## src/design/frontend_pkg.sv

```systemverilog
package frontend_pkg;

    // loongarch encodings
    localparam logic [31:0] INST_IBAR = 32'h3872_8000;
    localparam logic [31:0] INST_NOP  = 32'h0340_0000;  // andi r0, r0, 0

    localparam logic [31:0] INST_BYTES = 32'd4;
    localparam logic [31:0] PAIR_BYTES = 32'd8;

    typedef enum logic [1:0] {
        OP_NORMAL = 2'b00,
        OP_IBAR   = 2'b01
    } op_class_e;

    // gray-ish order, one bit flips per step
    typedef enum logic [1:0] {
        IDLE            = 2'b00,
        WAIT_EX_IBAR    = 2'b01,
        WAIT_CACHE_IDLE = 2'b11,
        WAIT_FETCH      = 2'b10
    } ibar_state_e;

    typedef struct packed {
        logic [31:0] pc;
    } fetch_req_t;

    typedef struct packed {
        logic [31:0] pc;
        logic [31:0] inst0;
        logic [31:0] inst1;
        logic [6:0]  excp;     // 0 = no exception
    } fetch_resp_t;

    typedef struct packed {
        logic [31:0] pc;
        logic [31:0] pc_next;
        logic [31:0] inst0;
        logic [31:0] inst1;
        logic [6:0]  excp;
        logic [1:0]  slot_valid;  // bit0 = slot0
    } fetch_pkt_t;

endpackage

```

## src/design/pc_gen.sv

```systemverilog
module pc_gen #(
    parameter logic [31:0] RESET_PC = 32'h1c00_0000
) (
    input  logic                     clk,
    input  logic                     rstn,
    input  logic                     fetch_en,
    input  logic                     stage_free,
    input  logic                     redirect_valid,
    input  logic [31:0]              redirect_pc,
    input  logic                     resume_valid,
    input  logic [31:0]              resume_pc,
    output frontend_pkg::fetch_req_t imem_req,
    output logic                     imem_req_valid,
    input  logic                     imem_req_ready,
    input  logic                     imem_resp_valid,
    output logic                     resp_take
);

    logic [31:0] pc;
    logic        outstanding;
    logic        discard;     // reply in flight belongs to a flushed stream
    logic        req_fire;

    assign imem_req_valid = fetch_en && stage_free && !outstanding;
    assign imem_req       = '{pc: pc};
    assign req_fire       = imem_req_valid && imem_req_ready;

    // redirect in the same cycle drops the reply too
    assign resp_take = imem_resp_valid && outstanding && !discard && !redirect_valid;

    always_ff @(posedge clk or negedge rstn) begin
        if (!rstn) begin
            pc          <= RESET_PC;
            outstanding <= 1'b0;
            discard     <= 1'b0;
        end else begin
            if (req_fire)
                outstanding <= 1'b1;
            else if (imem_resp_valid)
                outstanding <= 1'b0;

            if (redirect_valid)
                discard <= req_fire || (outstanding && !imem_resp_valid);
            else if (imem_resp_valid)
                discard <= 1'b0;

            if (redirect_valid)
                pc <= redirect_pc;
            else if (resume_valid)
                pc <= resume_pc;
            else if (resp_take)
                pc <= pc + frontend_pkg::PAIR_BYTES;
        end
    end

endmodule

```

## src/design/predecode.sv

```systemverilog
module predecode (
    input  frontend_pkg::fetch_resp_t resp,
    output logic [1:0]                ibar_flag,
    output logic [1:0]                slot_valid
);

    frontend_pkg::op_class_e cls0;
    frontend_pkg::op_class_e cls1;

    // only the barrier is told apart for now
    function automatic frontend_pkg::op_class_e classify(input logic [31:0] inst);
        frontend_pkg::op_class_e cls;
        case (inst)
            frontend_pkg::INST_IBAR: cls = frontend_pkg::OP_IBAR;
            default:                 cls = frontend_pkg::OP_NORMAL;
        endcase
        return cls;
    endfunction

    assign cls0 = classify(resp.inst0);
    assign cls1 = classify(resp.inst1);

    // anything behind a barrier in slot0 is refetched later
    assign slot_valid[0] = 1'b1;
    assign slot_valid[1] = (cls0 != frontend_pkg::OP_IBAR);

    assign ibar_flag[0] = (cls0 == frontend_pkg::OP_IBAR);
    assign ibar_flag[1] = (cls1 == frontend_pkg::OP_IBAR) && slot_valid[1];

endmodule

```

## src/design/ibar_ctrl.sv

```systemverilog
module ibar_ctrl #(
    parameter logic [31:0] RESET_PC = 32'h1c00_0000
) (
    input  logic        clk,
    input  logic        rstn,
    input  logic        redirect_valid,
    input  logic        resp_take,
    input  logic [31:0] resp_pc,
    input  logic [1:0]  ibar_flag,
    input  logic        ex_ibar_done,
    input  logic        cache_idle,
    output logic        fetch_en,
    output logic        resume_valid,
    output logic [31:0] resume_pc
);

    frontend_pkg::ibar_state_e state;
    frontend_pkg::ibar_state_e state_nxt;

    logic ibar_hit;
    logic resume_hit;
    logic fetch_state;

    assign ibar_hit    = resp_take && (ibar_flag != 2'b00);
    assign resume_hit  = resp_take && (resp_pc == resume_pc);
    assign fetch_state = (state == frontend_pkg::IDLE) || (state == frontend_pkg::WAIT_FETCH);

    always_comb begin
        state_nxt = state;
        case (state)
            frontend_pkg::IDLE: begin
                if (ibar_hit)
                    state_nxt = frontend_pkg::WAIT_EX_IBAR;
            end
            frontend_pkg::WAIT_EX_IBAR: begin
                if (ex_ibar_done)
                    state_nxt = frontend_pkg::WAIT_CACHE_IDLE;
            end
            frontend_pkg::WAIT_CACHE_IDLE: begin
                if (cache_idle)
                    state_nxt = frontend_pkg::WAIT_FETCH;
            end
            frontend_pkg::WAIT_FETCH: begin
                // resumed pair may itself hold another barrier
                if (resume_hit)
                    state_nxt = ibar_hit ? frontend_pkg::WAIT_EX_IBAR : frontend_pkg::IDLE;
            end
            default: state_nxt = frontend_pkg::IDLE;
        endcase
    end

    always_ff @(posedge clk or negedge rstn) begin
        if (!rstn) begin
            state     <= frontend_pkg::IDLE;
            resume_pc <= RESET_PC;
        end else begin
            if (redirect_valid)
                state <= frontend_pkg::IDLE;
            else
                state <= state_nxt;

            if (ibar_hit && fetch_state && !redirect_valid)
                resume_pc <= ibar_flag[0] ? resp_pc + frontend_pkg::INST_BYTES
                                          : resp_pc + frontend_pkg::PAIR_BYTES;
        end
    end

    assign fetch_en     = fetch_state;
    assign resume_valid = (state == frontend_pkg::WAIT_CACHE_IDLE) && cache_idle;  // one pulse

endmodule

```

## src/design/fetch_stage_reg.sv

```systemverilog
module fetch_stage_reg (
    input  logic                      clk,
    input  logic                      rstn,
    input  logic                      redirect_valid,
    input  frontend_pkg::fetch_resp_t resp,
    input  logic                      resp_take,
    input  logic [1:0]                slot_valid,
    output frontend_pkg::fetch_pkt_t  pkt,
    output logic                      pkt_valid,
    input  logic                      pkt_ready,
    output logic                      stage_free
);

    frontend_pkg::fetch_pkt_t pkt_d;
    logic                     pkt_fire;

    assign pkt_fire = pkt_valid && pkt_ready;

    // nop fill for masked slots
    always_comb begin
        pkt_d.pc         = resp.pc;
        pkt_d.pc_next    = resp.pc + frontend_pkg::PAIR_BYTES;
        pkt_d.inst0      = slot_valid[0] ? resp.inst0 : frontend_pkg::INST_NOP;
        pkt_d.inst1      = slot_valid[1] ? resp.inst1 : frontend_pkg::INST_NOP;
        pkt_d.excp       = resp.excp;
        pkt_d.slot_valid = slot_valid;
    end

    always_ff @(posedge clk or negedge rstn) begin
        if (!rstn) begin
            pkt_valid <= 1'b0;
        end else if (redirect_valid) begin
            pkt_valid <= 1'b0;
        end else if (resp_take) begin
            pkt_valid <= 1'b1;
        end else if (pkt_fire) begin
            pkt_valid <= 1'b0;
        end
    end

    // payload holds otherwise
    always_ff @(posedge clk) begin
        if (resp_take)
            pkt <= pkt_d;
    end

    assign stage_free = !pkt_valid || pkt_ready;

endmodule

```

## src/design/fetch_buffer.sv

```systemverilog
module fetch_buffer #(
    parameter int unsigned BUF_DEPTH = 4
) (
    input  logic                     clk,
    input  logic                     rstn,
    input  logic                     redirect_valid,
    input  frontend_pkg::fetch_pkt_t in_pkt,
    input  logic                     in_valid,
    output logic                     in_ready,
    output frontend_pkg::fetch_pkt_t out_pkt,
    output logic                     out_valid,
    input  logic                     out_ready
);

    localparam int unsigned PTR_W = $clog2(BUF_DEPTH);
    localparam int unsigned CNT_W = PTR_W + 1;

    frontend_pkg::fetch_pkt_t mem [BUF_DEPTH];

    logic [PTR_W-1:0] wr_ptr;
    logic [PTR_W-1:0] rd_ptr;
    logic [CNT_W-1:0] count;
    logic             wr_en;
    logic             rd_en;

    assign in_ready  = (count != CNT_W'(BUF_DEPTH));
    assign out_valid = (count != '0);
    assign wr_en     = in_valid && in_ready;
    assign rd_en     = out_valid && out_ready;

    assign out_pkt = mem[rd_ptr];

    always_ff @(posedge clk or negedge rstn) begin
        if (!rstn) begin
            wr_ptr <= '0;
            rd_ptr <= '0;
            count  <= '0;
        end else if (redirect_valid) begin
            // flush drops every queued pair
            wr_ptr <= '0;
            rd_ptr <= '0;
            count  <= '0;
        end else begin
            if (wr_en)
                wr_ptr <= wr_ptr + 1'b1;  // depth is a power of two
            if (rd_en)
                rd_ptr <= rd_ptr + 1'b1;

            case ({wr_en, rd_en})
                2'b10:   count <= count + 1'b1;
                2'b01:   count <= count - 1'b1;
                default: count <= count;
            endcase
        end
    end

    always_ff @(posedge clk) begin
        if (wr_en)
            mem[wr_ptr] <= in_pkt;
    end

endmodule

```

## src/design/fetch_frontend.sv

```systemverilog
module fetch_frontend #(
    parameter logic [31:0] RESET_PC  = 32'h1c00_0000,
    parameter int unsigned BUF_DEPTH = 4
) (
    input  logic                      clk,
    input  logic                      rstn,
    output frontend_pkg::fetch_req_t  imem_req,
    output logic                      imem_req_valid,
    input  logic                      imem_req_ready,
    input  frontend_pkg::fetch_resp_t imem_resp,
    input  logic                      imem_resp_valid,
    input  logic                      ex_ibar_done,
    input  logic                      cache_idle,
    input  logic                      redirect_valid,
    input  logic [31:0]               redirect_pc,
    output frontend_pkg::fetch_pkt_t  dec_pkt,
    output logic                      dec_valid,
    input  logic                      dec_ready
);

    logic                     fetch_en;
    logic                     stage_free;
    logic                     resp_take;
    logic                     resume_valid;
    logic [31:0]              resume_pc;
    logic [1:0]               ibar_flag;
    logic [1:0]               slot_valid;
    frontend_pkg::fetch_pkt_t pkt;
    logic                     pkt_valid;
    logic                     pkt_ready;

    pc_gen #(.RESET_PC(RESET_PC)) u_pc_gen (
        .clk             (clk),
        .rstn            (rstn),
        .fetch_en        (fetch_en),
        .stage_free      (stage_free),
        .redirect_valid  (redirect_valid),
        .redirect_pc     (redirect_pc),
        .resume_valid    (resume_valid),
        .resume_pc       (resume_pc),
        .imem_req        (imem_req),
        .imem_req_valid  (imem_req_valid),
        .imem_req_ready  (imem_req_ready),
        .imem_resp_valid (imem_resp_valid),
        .resp_take       (resp_take)
    );

    predecode u_predecode (
        .resp       (imem_resp),
        .ibar_flag  (ibar_flag),
        .slot_valid (slot_valid)
    );

    ibar_ctrl #(.RESET_PC(RESET_PC)) u_ibar_ctrl (
        .clk            (clk),
        .rstn           (rstn),
        .redirect_valid (redirect_valid),
        .resp_take      (resp_take),
        .resp_pc        (imem_resp.pc),
        .ibar_flag      (ibar_flag),
        .ex_ibar_done   (ex_ibar_done),
        .cache_idle     (cache_idle),
        .fetch_en       (fetch_en),
        .resume_valid   (resume_valid),
        .resume_pc      (resume_pc)
    );

    fetch_stage_reg u_fetch_stage_reg (
        .clk            (clk),
        .rstn           (rstn),
        .redirect_valid (redirect_valid),
        .resp           (imem_resp),
        .resp_take      (resp_take),
        .slot_valid     (slot_valid),
        .pkt            (pkt),
        .pkt_valid      (pkt_valid),
        .pkt_ready      (pkt_ready),
        .stage_free     (stage_free)
    );

    fetch_buffer #(.BUF_DEPTH(BUF_DEPTH)) u_fetch_buffer (
        .clk            (clk),
        .rstn           (rstn),
        .redirect_valid (redirect_valid),
        .in_pkt         (pkt),
        .in_valid       (pkt_valid),
        .in_ready       (pkt_ready),
        .out_pkt        (dec_pkt),
        .out_valid      (dec_valid),
        .out_ready      (dec_ready)
    );

endmodule

```

## config.mk

```make
export PLATFORM = sky130hd
export DESIGN_NAME = fetch_frontend
export DESIGN_NICKNAME = d
export VERILOG_FILES = /design/src/design/frontend_pkg.sv /design/src/design/pc_gen.sv /design/src/design/predecode.sv /design/src/design/ibar_ctrl.sv /design/src/design/fetch_stage_reg.sv /design/src/design/fetch_buffer.sv /design/src/design/fetch_frontend.sv
export SDC_FILE = /design/constraint.sdc
export NUM_CORES = 1
export LEC_CHECK = 0
export ABC_CLOCK_PERIOD_IN_PS = 22200
export BUFFER_PORTS_ARGS = -buffer_cell sky130_fd_sc_hd__buf_2
export CAP_MARGIN = 20
export CELL_PAD_IN_SITES_DETAIL_PLACEMENT = 1
export CELL_PAD_IN_SITES_GLOBAL_PLACEMENT = 1
export CORE_UTILIZATION = 40
export CTS_BUF_LIST = sky130_fd_sc_hd__clkbuf_4 sky130_fd_sc_hd__clkbuf_8 sky130_fd_sc_hd__clkbuf_16
export DETAILED_ROUTE_END_ITERATION = 16
export PLACE_DENSITY_LB_ADDON = 0.1
export SLEW_MARGIN = 5
export SYNTH_ARGS = -nofsm -noshare
export SYNTH_HDL_FRONTEND = slang
export SYNTH_HIERARCHICAL = 1
export SYNTH_SLANG_ARGS = --single-unit
```

## constraint.sdc

```tcl
create_clock -name clk -period 22.2 [get_ports clk]
set_input_delay 3.33 -clock clk [delete_from_list [all_inputs] [get_ports clk]]
set_output_delay 3.33 -clock clk [all_outputs]
set_load 0.05 [all_outputs]
```

==> results of run 1 <==
[synth_stat cells (9+ instances only)]
cell type                  count
sky130_fd_sc_hd__nand3_1      27
sky130_fd_sc_hd__and3_1       15
sky130_fd_sc_hd__nand2_1      67
sky130_fd_sc_hd__o21ai_0      21
sky130_fd_sc_hd__nor3_1       20
sky130_fd_sc_hd__nor2_1       72
sky130_fd_sc_hd__mux4_2      137
sky130_fd_sc_hd__and4_1        9
sky130_fd_sc_hd__clkbuf_1     27
sky130_fd_sc_hd__xor2_1       27
sky130_fd_sc_hd__nand4_1      29
sky130_fd_sc_hd__nor4_1       24
sky130_fd_sc_hd__a21oi_1      59
sky130_fd_sc_hd__nand2b_1     14
sky130_fd_sc_hd__and2_1       66
sky130_fd_sc_hd__buf_2        27
sky130_fd_sc_hd__inv_1        20
sky130_fd_sc_hd__dfrtp_1      70
sky130_fd_sc_hd__xnor2_1      75
sky130_fd_sc_hd__buf_6        13
sky130_fd_sc_hd__mux2i_1      19
sky130_fd_sc_hd__edfxtp_1    682
[worst max-delay path by stage]
stage / depth (start not counted) / endpoint / slack [ns]
floorplan: 9 / u_ibar_ctrl/resume_pc[16]$_DFFE_PN0P_ / 10.31
global placement: 4 / dec_pkt[92] / 15.41
detailed placement: 4 / dec_pkt[92] / 15.41
CTS: 4 / dec_pkt[102] / 14.72
global route: 4 / dec_pkt[34] / 14.81
finish: 5 / dec_pkt[101] / 15.15
[per-layer routing]
metal  global-route usage [%]  share of wire [%]  up-vias
met1                    25.89                 41     8494
met5                        0               0.15        -
li1                         -                  -     7291
met3                    4.910                5.7      126
met4                    5.312                2.3       18
met2                    34.54                 50      398
[worst register-to-register path, stage by stage, from the launching register on]
cell and delay [ns]:
sky130_fd_sc_hd__dfrtp_1 0.39, sky130_fd_sc_hd__nand3b_4 0.26, sky130_fd_sc_hd__nor2_4 0.59, sky130_fd_sc_hd__buf_4 0.78, sky130_fd_sc_hd__buf_4 0.98
[flip-flops by register name, indices dropped and copies added (netlist names)]
name / flops
u_pc_gen/discard: 1
u_fetch_buffer/count: 3
u_fetch_stage_reg/pkt_valid: 1
u_fetch_buffer/mem: 548
u_ibar_ctrl/resume_pc: 32
u_pc_gen/imem_req: 32
u_ibar_ctrl/state: 2
u_pc_gen/outstanding: 1
u_fetch_stage_reg/pkt: 134
u_fetch_buffer/wr_ptr: 2
u_fetch_buffer/rd_ptr: 2
[cells by family after synthesis]
logic type | after synthesis | synth area share (%)
other | 1 | 0.01232
adders and majority gates | 9 | 0.3945
muxes | 159 | 10.87
DFF | 758 | 73.53
xor gates and xnor gates | 105 | 3.094
buffers and inverters | 98 | 1.705
AOI/OAI and AO/OA | 130 | 2.597
and+or+nand+nor | 406 | 7.803
[through the flow]
step           hold WS, ns  utilization (%)  area (um^2)  cells
2_1_floorplan       0.4587                -        30450   1666
3_3_place_gp        0.4661            44.07        32980   2891
3_5_place_dp        0.4810            44.11        33000   2892
4_1_cts             0.4885            47.70        35690   3044
5_1_grt             0.5110            47.75        35720   3047
6_report            0.4881            47.75        35730   3048
[area by class of cell]
cell class	instances	area [um^2]
inverter	20	75.07
fill	7161	39100
tap	969	1212
clock inverter	51	469.2
clock buffer	101	2218
sequential	758	22400
multi-input combinational	810	7566
antenna	3	7.507
timing repair buffer	336	1782
[power by group]
part	total [uW]	switching (uW)	internal (uW)
clock network	1350	564	787
registers	1600	23.3	1580
logic	180	127	53.6
==> out/results.tsv, run 1 <==
stage	metric	value	unit
worst_hold_path	worstHoldEndpoint	u_fetch_buffer/mem[3][65]$_DFFE_PP_	
synthesis	synth_top_cell_area_share	67.26	%
final_layout	layout_common_cells	682 x sky130_fd_sc_hd__edfxtp_1, 312 x sky130_fd_sc_hd__buf_2, 137 x sky130_fd_sc_hd__mux4_2	
placed_design	port_buffers	313	
worst_setup_path	rr_worst_depth	4	
timing	unrepaired_setup_endpoints_after_global_routing	false	
floorplan	die_y	277.9	um
synthesis	netlist_area	30450	um^2
timing	period_share	31.78	%
pwr	power_density	87.65	nW/um^2
placed_design	hpwlAfterDp	50060	um
flow_run	timing.max_cap.violations	0	
clock_network	cts_setup_buffers	0	
drt	drt-initial-drc-count	928	
placed_design	finalWeightedCongestion	0.7786	
drt	route.detailed.wl_per_inst	25.51	um
clock_network	cts.sinks	758	
worst_setup_path	crit_top_cell	sky130_fd_sc_hd__buf_4	
worst_setup_path	timing.critical_path.max_delay_family	buffers and inverters	
pwr	power.leakage	0.01198	uW
clock_network	cts-hold-fix-buffers	0	
outcome	run_status	complete, no violations	
global_routing	overflow	0	
timing	timing.final.max_slew_violations	0	
synthesis	syn-instance-count	1666	
global_routing	grt_pass1_wl	115500	um
drt	num_vias	16330	
synthesis	yosys-top-cells-area	sky130_fd_sc_hd__edfxtp_1 67%, sky130_fd_sc_hd__mux4_2 10%, sky130_fd_sc_hd__dfrtp_1 5.8%	
synthesis	synth_top_cell_by_area	sky130_fd_sc_hd__edfxtp_1	
floorplan	fp.dieW	277.9	um
clock_network	cts.repair.resized	0	
timing	clock-skew-final	0.01744	ns
pwr	power	3131	uW
synthesis	ys_seq_elements	758	
drt	final_ant_viol_nets	0	
timing	hold_violations	0	
clock_network	worstSkewPairLatency	0.63	ns
worst_setup_path	critPathArrivalTime	3.72	ns
floorplan	design.core.area	74820	um^2
timing	final_period_minus_worst_setup_slack	7.055	ns
worst_setup_path	reg2reg_from	u_pc_gen/discard$_DFFE_PN0P_	
clock_network	cts_made_buffers	83	
clock_network	cts_root_buffer	sky130_fd_sc_hd__clkbuf_16	
final_layout	layout.cells.most_common	sky130_fd_sc_hd__edfxtp_1	
drt	drt_pass1_iterations	5	
clock_network	clk_pin_slew_worst_paths	0.06	ns
worst_setup_path	end_kind	output port	
global_routing	global_router_s_overall_resource_usage	20.27	%
worst_hold_path	min_from	u_fetch_stage_reg/pkt[65]$_SDFFCE_PN1P_	
worst_setup_path	worstSetupStartpoint	u_fetch_buffer/rd_ptr[0]$_DFFE_PN0P_	
worst_setup_path	critical_path.startpoint_type	flip-flop	
drt	drcViolationCount	0	
timing	worst_slew_margin_rel	26.77	%
floorplan	num_io_pins	314	
global_routing	maximum_number_of_pins_on_one_net_before_global_route_repair	68	
floorplan	fp.dieArea	77230	um^2
synthesis	postSynthAreaPerCell	18.28	um^2
worst_setup_path	ff2ff_setup_slack	18.74	ns
worst_hold_path	hold_class	flip-flop to flip-flop	
synthesis	postSynth.asyncResetShare	10.03	%
floorplan	row_count	100	
timing	tightestPinTransition	1.098	ns
worst_setup_path	r2r-end	u_fetch_stage_reg/pkt[130]$_DFFE_PP_	
global_routing	grt_pass1_vias	17500	
timing	setup-tns-final	0	ns
final_layout	layout-drive-gt1-share	31.50	%
worst_setup_path	cp_cell_instances	buf_4 -> buf_4 -> buf_16 -> mux4_2 -> buf_2	
synthesis	syn-num-nets	1818	
drt	wirelength	77750	um
worst_setup_path	crit_path_max_fanout	42	
synthesis	synthesis.yosys.warnings	6	
clock_network	cts_tree	done	
timing	finalSetupViolations	0	
synthesis	synthDistinctLibCells	78	
floorplan	start_util	40.70	%
worst_setup_path	critical_path.max_stage_delay	0.77	ns
worst_setup_path	critPathBufInv	4	
final_layout	fin_nets	2161	
pwr	vdd_ir_drop_max	0.05614	mV
placed_design	dp_worst_setup_slack	15.41	ns
clock_network	clock_tree.htree_level_count	3	
worst_setup_path	crit_slowest_cell	sky130_fd_sc_hd__buf_4	
worst_hold_path	hold_path_depth	0	
timing	timing.fmax	141.8	MHz
worst_setup_path	criticalPathCategory	flip-flop to output port	
drt	route.detailed.vias_per_inst	5.357	
global_routing	number_of_antenna_violations_at_the_first_check_in_global_routing	11	
synthesis	yosysSeqAreaShare	73.53	%
worst_setup_path	critical_path_required	18.87	ns
synthesis	synth-edff-count	682	
synthesis	synth_flop_cell	sky130_fd_sc_hd__edfxtp_1	
timing	setup_slack	15.15	ns
clock_network	max-clock-path-buffers	3	
final_layout	area_delta_synth_final	17.33	%
(Power assumes the default switching activity.)
==> inputs of run 2 (changes only) <==
ABC_CLOCK_PERIOD_IN_PS = 5600   (was 22200)
clock period = 5.6 ns   (was 22.2 ns; I/O delays follow)
==> out/results.tsv, run 2 (synthesis gave the netlist of run 1 again) <==
stage	metric	value	unit
outcome	run_status	complete, no violations	
worst_setup_path	rr_worst_depth	4	
timing	timing.fmax	263.4	MHz
worst_setup_path	critical_path_required	4.76	ns
timing	finalSetupViolations	0	
worst_setup_path	ff2ff_setup_slack	2.51	ns
flow_run	timing.max_cap.violations	0	
pwr	power.leakage	0.01206	uW
final_layout	largest_register_ffs	548	
final_layout	layout_common_cells	682 x sky130_fd_sc_hd__edfxtp_1, 312 x sky130_fd_sc_hd__buf_2, 137 x sky130_fd_sc_hd__mux4_2	
pwr	power_density	353.5	nW/um^2
drt	drcViolationCount	0	
worst_setup_path	cp-endpoint	dec_pkt[83]	
placed_design	finalWeightedCongestion	0.8045	
clock_network	worstSkewPairLatency	0.62	ns
global_routing	global_router_s_overall_resource_usage	20.50	%
worst_setup_path	criticalPathCategory	flip-flop to output port	
clock_network	cts_setup_buffers	0	
clock_network	cts.repair.resized	0	
clock_network	clock_tree.htree_level_count	3	
final_layout	multi_input_comb_area	7566	um^2
worst_setup_path	worstSetupStartpoint	u_fetch_buffer/rd_ptr[0]$_DFFE_PN0P_	
worst_setup_path	crit_slowest_cell	sky130_fd_sc_hd__dfrtp_4	
placed_design	hpwlAfterDp	50370	um
timing	worst_slew_margin_rel	30.91	%
final_layout	final_core_utilization	48.00	%
floorplan	start_util	40.70	%
drt	drt-initial-drc-count	1007	
final_layout	num-fill-cells	7127	
floorplan	fp.dieArea	77230	um^2
worst_hold_path	hold_class	input pin to asynchronous set/reset pin	
floorplan	fp.dieW	277.9	um
clock_network	cts.sinks	758	
clock_network	cts-hold-fix-buffers	0	
clock_network	cts_made_buffers	82	
final_layout	layout-drive-gt1-share	31.63	%
worst_setup_path	reg2reg_from	u_fetch_buffer/count[0]$_DFFE_PN0P_	
final_layout	final_area	35910	um^2
floorplan	row_count	100	
drt	wirelength	78090	um
global_routing	overflow	0	
clock_network	cts_tree	done	
timing	setup-tns-final	0	ns
placed_design	port_buffers	313	
global_routing	grt_pass1_vias	18010	
final_layout	reg_top3	u_fetch_buffer/mem: 548 flops, u_fetch_stage_reg/pkt: 134 flops	
final_layout	top_register	u_fetch_buffer/mem	
timing	period_share	67.78	%
worst_setup_path	r2r-end	u_fetch_buffer/mem[0][53]$_DFFE_PP_	
drt	route.detailed.vias_per_inst	5.403	
drt	drt_pass1_iterations	5	
global_routing	maximum_number_of_pins_on_one_net_before_global_route_repair	136	
pwr	vdd_ir_drop_max	0.2848	mV
global_routing	grt_pass1_wl	117400	um
clock_network	max-clock-path-buffers	3	
drt	route.detailed.wl_per_inst	25.61	um
worst_setup_path	end_kind	output port	
floorplan	num_io_pins	314	
final_layout	layout.cells.most_common	sky130_fd_sc_hd__edfxtp_1	
drt	final_ant_viol_nets	0	
global_routing	number_of_antenna_violations_at_the_first_check_in_global_routing	9	
timing	clock-skew-final	0.01712	ns
final_layout	area_delta_synth_final	17.93	%
worst_setup_path	critical_path.startpoint_type	flip-flop	
timing	timing.final.max_slew_violations	0	
timing	tightestPinTransition	1.036	ns
drt	num_vias	16470	
floorplan	die_y	277.9	um
final_layout	fin_nets	2162	
timing	unrepaired_setup_endpoints_after_global_routing	false	
placed_design	placed_cell_area	33050	um^2
clock_network	cts_root_buffer	sky130_fd_sc_hd__clkbuf_16	
final_layout	register_area	22400	um^2
clock_network	clk_pin_slew_worst_paths	0.06	ns
worst_setup_path	crit_path_max_fanout	36	
timing	hold_violations	0	
floorplan	design.core.area	74820	um^2
timing	final_period_minus_worst_setup_slack	3.796	ns
worst_setup_path	cp_cell_instances	buf_4 -> mux4_2 -> buf_2	
worst_setup_path	critPathArrivalTime	2.96	ns
worst_setup_path	critical_path.max_stage_delay	0.99	ns
-- run 2: worst min-delay path by stage --
stage / cells after the start / start / end / slack [ns]
floorplan: 0 / u_fetch_stage_reg/pkt[0]$_DFFE_PP_ / u_fetch_buffer/mem[0][0]$_DFFE_PP_ / 0.46
global placement: 0 / u_fetch_stage_reg/pkt[29]$_SDFFCE_PN0P_ / u_fetch_buffer/mem[1][29]$_DFFE_PP_ / 0.46
detailed placement: 0 / u_fetch_stage_reg/pkt[79]$_DFFE_PP_ / u_fetch_buffer/mem[2][79]$_DFFE_PP_ / 0.48
CTS: 1 / rstn / u_ibar_ctrl/resume_pc[31]$_DFFE_PN0P_ / 0.23
global route: 1 / rstn / u_ibar_ctrl/resume_pc[31]$_DFFE_PN0P_ / 0.25
finish: 1 / rstn / u_ibar_ctrl/resume_pc[31]$_DFFE_PN0P_ / 0.24
-- run 2: area by class of cell --
type | count | area share (%)
antenna | 3 | 0.02091
clock buffer | 99 | 6.136
clock inverter | 52 | 1.735
inverter | 20 | 0.2091
multi-input combinational | 810 | 21.07
sequential | 758 | 62.37
tap | 969 | 3.376
timing repair buffer | 338 | 5.087
-- run 2: layer usage --
layer,GRT usage [%],vias to the layer above,part of all wire [%]
li1,-,7304,-
met1,26.37,8673,42
met2,35.25,365,51
met3,4.102,119,4.7
met4,5.638,12,2.3
met5,0,-,0.095
-- run 2: report_power, final --
| group | total, uW | switching (uW) | internal (uW) |
|---|---|---|---|
| Sequential | 6340 | 93.1 | 6250 |
| Clock | 5630 | 2210 | 3420 |
| Combinational | 722 | 508 | 214 |
| Total | 12700 | 2810 | 9880 |
-- run 2: critical path: cells and delay by family (launching register included) --
kind | cells | cell delay [ns]
buf+inv | 2 | 0.74
mux | 1 | 0.57
flops | 1 | 0.99
-- run 2: metrics by stage --
| stage | setup slack, ns | std cells | hold WS (ns) | power (uW) |
|---|---|---|---|---|
| floorplan | 0.3638 | 1666 | 0.4587 | 6890 |
| global placement | 1.807 | 2894 | 0.4636 | 7171 |
| detailed placement | 1.759 | 2894 | 0.4837 | 7188 |
| CTS | 1.636 | 3045 | 0.2338 | 12860 |
| global route | 1.552 | 3047 | 0.2476 | 13090 |
| finish | 1.804 | 3049 | 0.2369 | 12700 |
==> inputs of run 3 (changes only) <==
ABC_CLOCK_PERIOD_IN_PS = 3400   (was 5600)
clock period = 3.4 ns   (was 5.6 ns; I/O delays follow)
==> out/results.tsv, run 3 (synthesis gave the netlist of run 1 again) <==
stage	metric	value	unit
worst_setup_path	crit_slowest_cell	sky130_fd_sc_hd__dfrtp_4	
worst_setup_path	crit_path_max_fanout	27	
drt	final_ant_viol_nets	0	
worst_setup_path	reg2reg_from	u_fetch_buffer/count[0]$_DFFE_PN0P_	
worst_setup_path	critical_path_required	2.89	ns
timing	timing.final.max_slew_violations	0	
floorplan	fp.dieArea	77230	um^2
timing	worst_slew_margin_rel	44.20	%
final_layout	layout.cells.most_common	sky130_fd_sc_hd__edfxtp_1	
clock_network	cts_made_buffers	84	
drt	num_vias	16590	
clock_network	cts.repair.resized	0	
global_routing	global_router_s_overall_resource_usage	20.73	%
pwr	vdd_ir_drop_max	0.4192	mV
clock_network	cts_setup_buffers	0	
worst_setup_path	cp_cell_instances	buf_4 -> mux4_2 -> buf_2	
timing	unrepaired_setup_endpoints_after_global_routing	false	
worst_setup_path	critPathArrivalTime	2.51	ns
timing	period_share	88.90	%
drt	route.detailed.vias_per_inst	5.345	
clock_network	max-clock-path-buffers	3	
clock_network	clk_pin_slew_worst_paths	0.06	ns
worst_hold_path	hold_path_depth	1	
floorplan	row_count	100	
pwr	switching_share	22.61	%
placed_design	port_buffers	313	
final_layout	area_delta_synth_final	20.34	%
floorplan	design.core.area	74820	um^2
clock_network	clock_tree.htree_level_count	3	
drt	drcViolationCount	0	
timing	finalSetupViolations	0	
drt	drt-initial-drc-count	991	
floorplan	num_io_pins	314	
final_layout	layout_common_cells	682 x sky130_fd_sc_hd__edfxtp_1, 312 x sky130_fd_sc_hd__buf_2, 137 x sky130_fd_sc_hd__mux4_2	
global_routing	grt_pass1_vias	18060	
pwr	total_switching_power	4737	uW
clock_network	worstSkewPairLatency	0.62	ns
timing	final_period_minus_worst_setup_slack	3.023	ns
timing	clock-skew-final	0.02293	ns
worst_setup_path	end_kind	output port	
final_layout	largest_register_ffs	548	
final_layout	fin_nets	2215	
clock_network	cts_root_buffer	sky130_fd_sc_hd__clkbuf_16	
pwr	power.internal	16210	uW
global_routing	number_of_antenna_violations_at_the_first_check_in_global_routing	9	
pwr	power.share.clock	44.3	%
drt	route.detailed.wl_per_inst	25.59	um
global_routing	overflow	0	
worst_setup_path	critical_path.max_stage_delay	0.78	ns
floorplan	start_util	40.70	%
timing	hold_violations	0	
flow_run	timing.max_cap.violations	0	
worst_setup_path	critical_path.startpoint_type	flip-flop	
clock_network	cts.sinks	758	
final_layout	reg_top3	u_fetch_buffer/mem: 548 flops, u_fetch_stage_reg/pkt: 134 flops	
pwr	power	20950	uW
worst_hold_path	worstHoldEndpoint	u_fetch_stage_reg/pkt[4]$_DFFE_PP_	
worst_hold_path	min_from	imem_resp[2]	
worst_hold_path	hold_class	input pin to flip-flop	
drt	drt_pass1_iterations	5	
pwr	power.leakage	0.01237	uW
final_layout	final_core_utilization	48.98	%
worst_setup_path	ff2ff_setup_slack	0.93	ns
pwr	pwr-share-comb	5.9	%
floorplan	die_y	277.9	um
timing	timing.fmax	330.8	MHz
final_layout	layout-drive-gt1-share	34.30	%
worst_setup_path	r2r-end	u_fetch_buffer/mem[1][1]$_DFFE_PP_	
floorplan	fp.dieW	277.9	um
worst_setup_path	rr_worst_depth	4	
pwr	power_density	571.7	nW/um^2
drt	wirelength	79410	um
clock_network	cts_tree	done	
outcome	run_status	complete, no violations	
global_routing	grt_pass1_wl	118100	um
pwr	power.sequential.fraction	49.8	%
global_routing	maximum_number_of_pins_on_one_net_before_global_route_repair	89	
worst_setup_path	criticalPathCategory	flip-flop to output port	
final_layout	top_register	u_fetch_buffer/mem	
timing	tightestPinTransition	0.8370	ns
placed_design	finalWeightedCongestion	0.8181	
placed_design	hpwlAfterDp	52940	um
## run 3: how the worst max path moves through the flow
stage,startpoint,to,slack [ns]
floorplan,redirect_valid,u_ibar_ctrl/resume_pc[16]$_DFFE_PN0P_,-1.02
global placement,imem_resp[57],u_ibar_ctrl/resume_pc[22]$_DFFE_PN0P_,0.03
detailed placement,imem_resp[57],u_ibar_ctrl/resume_pc[22]$_DFFE_PN0P_,0.005
CTS,u_fetch_buffer/rd_ptr[1]$_DFFE_PN0P_,dec_pkt[67],0.28
global route,u_fetch_buffer/rd_ptr[0]$_DFFE_PN0P_,dec_pkt[20],0.27
finish,u_fetch_buffer/rd_ptr[1]$_DFFE_PN0P_,dec_pkt[67],0.38
## run 3: through the flow
stage,hold WS (ns),setup TNS (ns),cell area (um^2),std cells,setup slack [ns]
final,0.06810,0,36650,3103,0.3774
after floorplan,0.2144,-31.74,30640,1666,-1.022
after global placement,0.4656,0,33790,2945,0.03199
after global routing,0.02858,0,36650,3103,0.2652
after CTS,0.01787,0,36640,3100,0.2792
after detailed placement,0.4844,0,33790,2945,0.005168
## run 3: cell type report
class,instances,area (um^2)
antenna,3,7.507
clock buffer,101,2230
clock inverter,53,605.6
fill,7094,38180
inverter,20,75.07
multi-input combinational,810,7651
sequential,758,22400
tap,969,1212
timing repair buffer,389,2467
## run 3: power groups by stage
stage	Clock (uW)	Combinational, uW	Sequential [uW]
after global routing	9840	1310	10500
after global placement	0	1220	10600
after floorplan	0	615	10700
after CTS	9540	1240	10400
after detailed placement	0	1240	10600
final	9280	1230	10400
## run 3: layer usage
layer / up-vias / global-route usage, % / part of all wire (%)
li1: 7399 / - / -
met1: 8671 / 26.23 / 41
met2: 390 / 35.56 / 51
met3: 115 / 4.413 / 5.2
met4: 12 / 6.488 / 2.7
met5: - / 0 / 0.094
## run 3: repair_timing
action | 4_1_cts | 5_1_grt
hold buffers | 1 | 0
setup endpoints to repair | 0 | 0
endpoints found under the hold margin | 34 | 0
## run 3: worst max-delay path: cells and delay by family (launching register included)
family | cells | cell delay, ns
muxes | 1 | 0.40
buffers and inverters | 2 | 0.68
DFF | 1 | 0.78
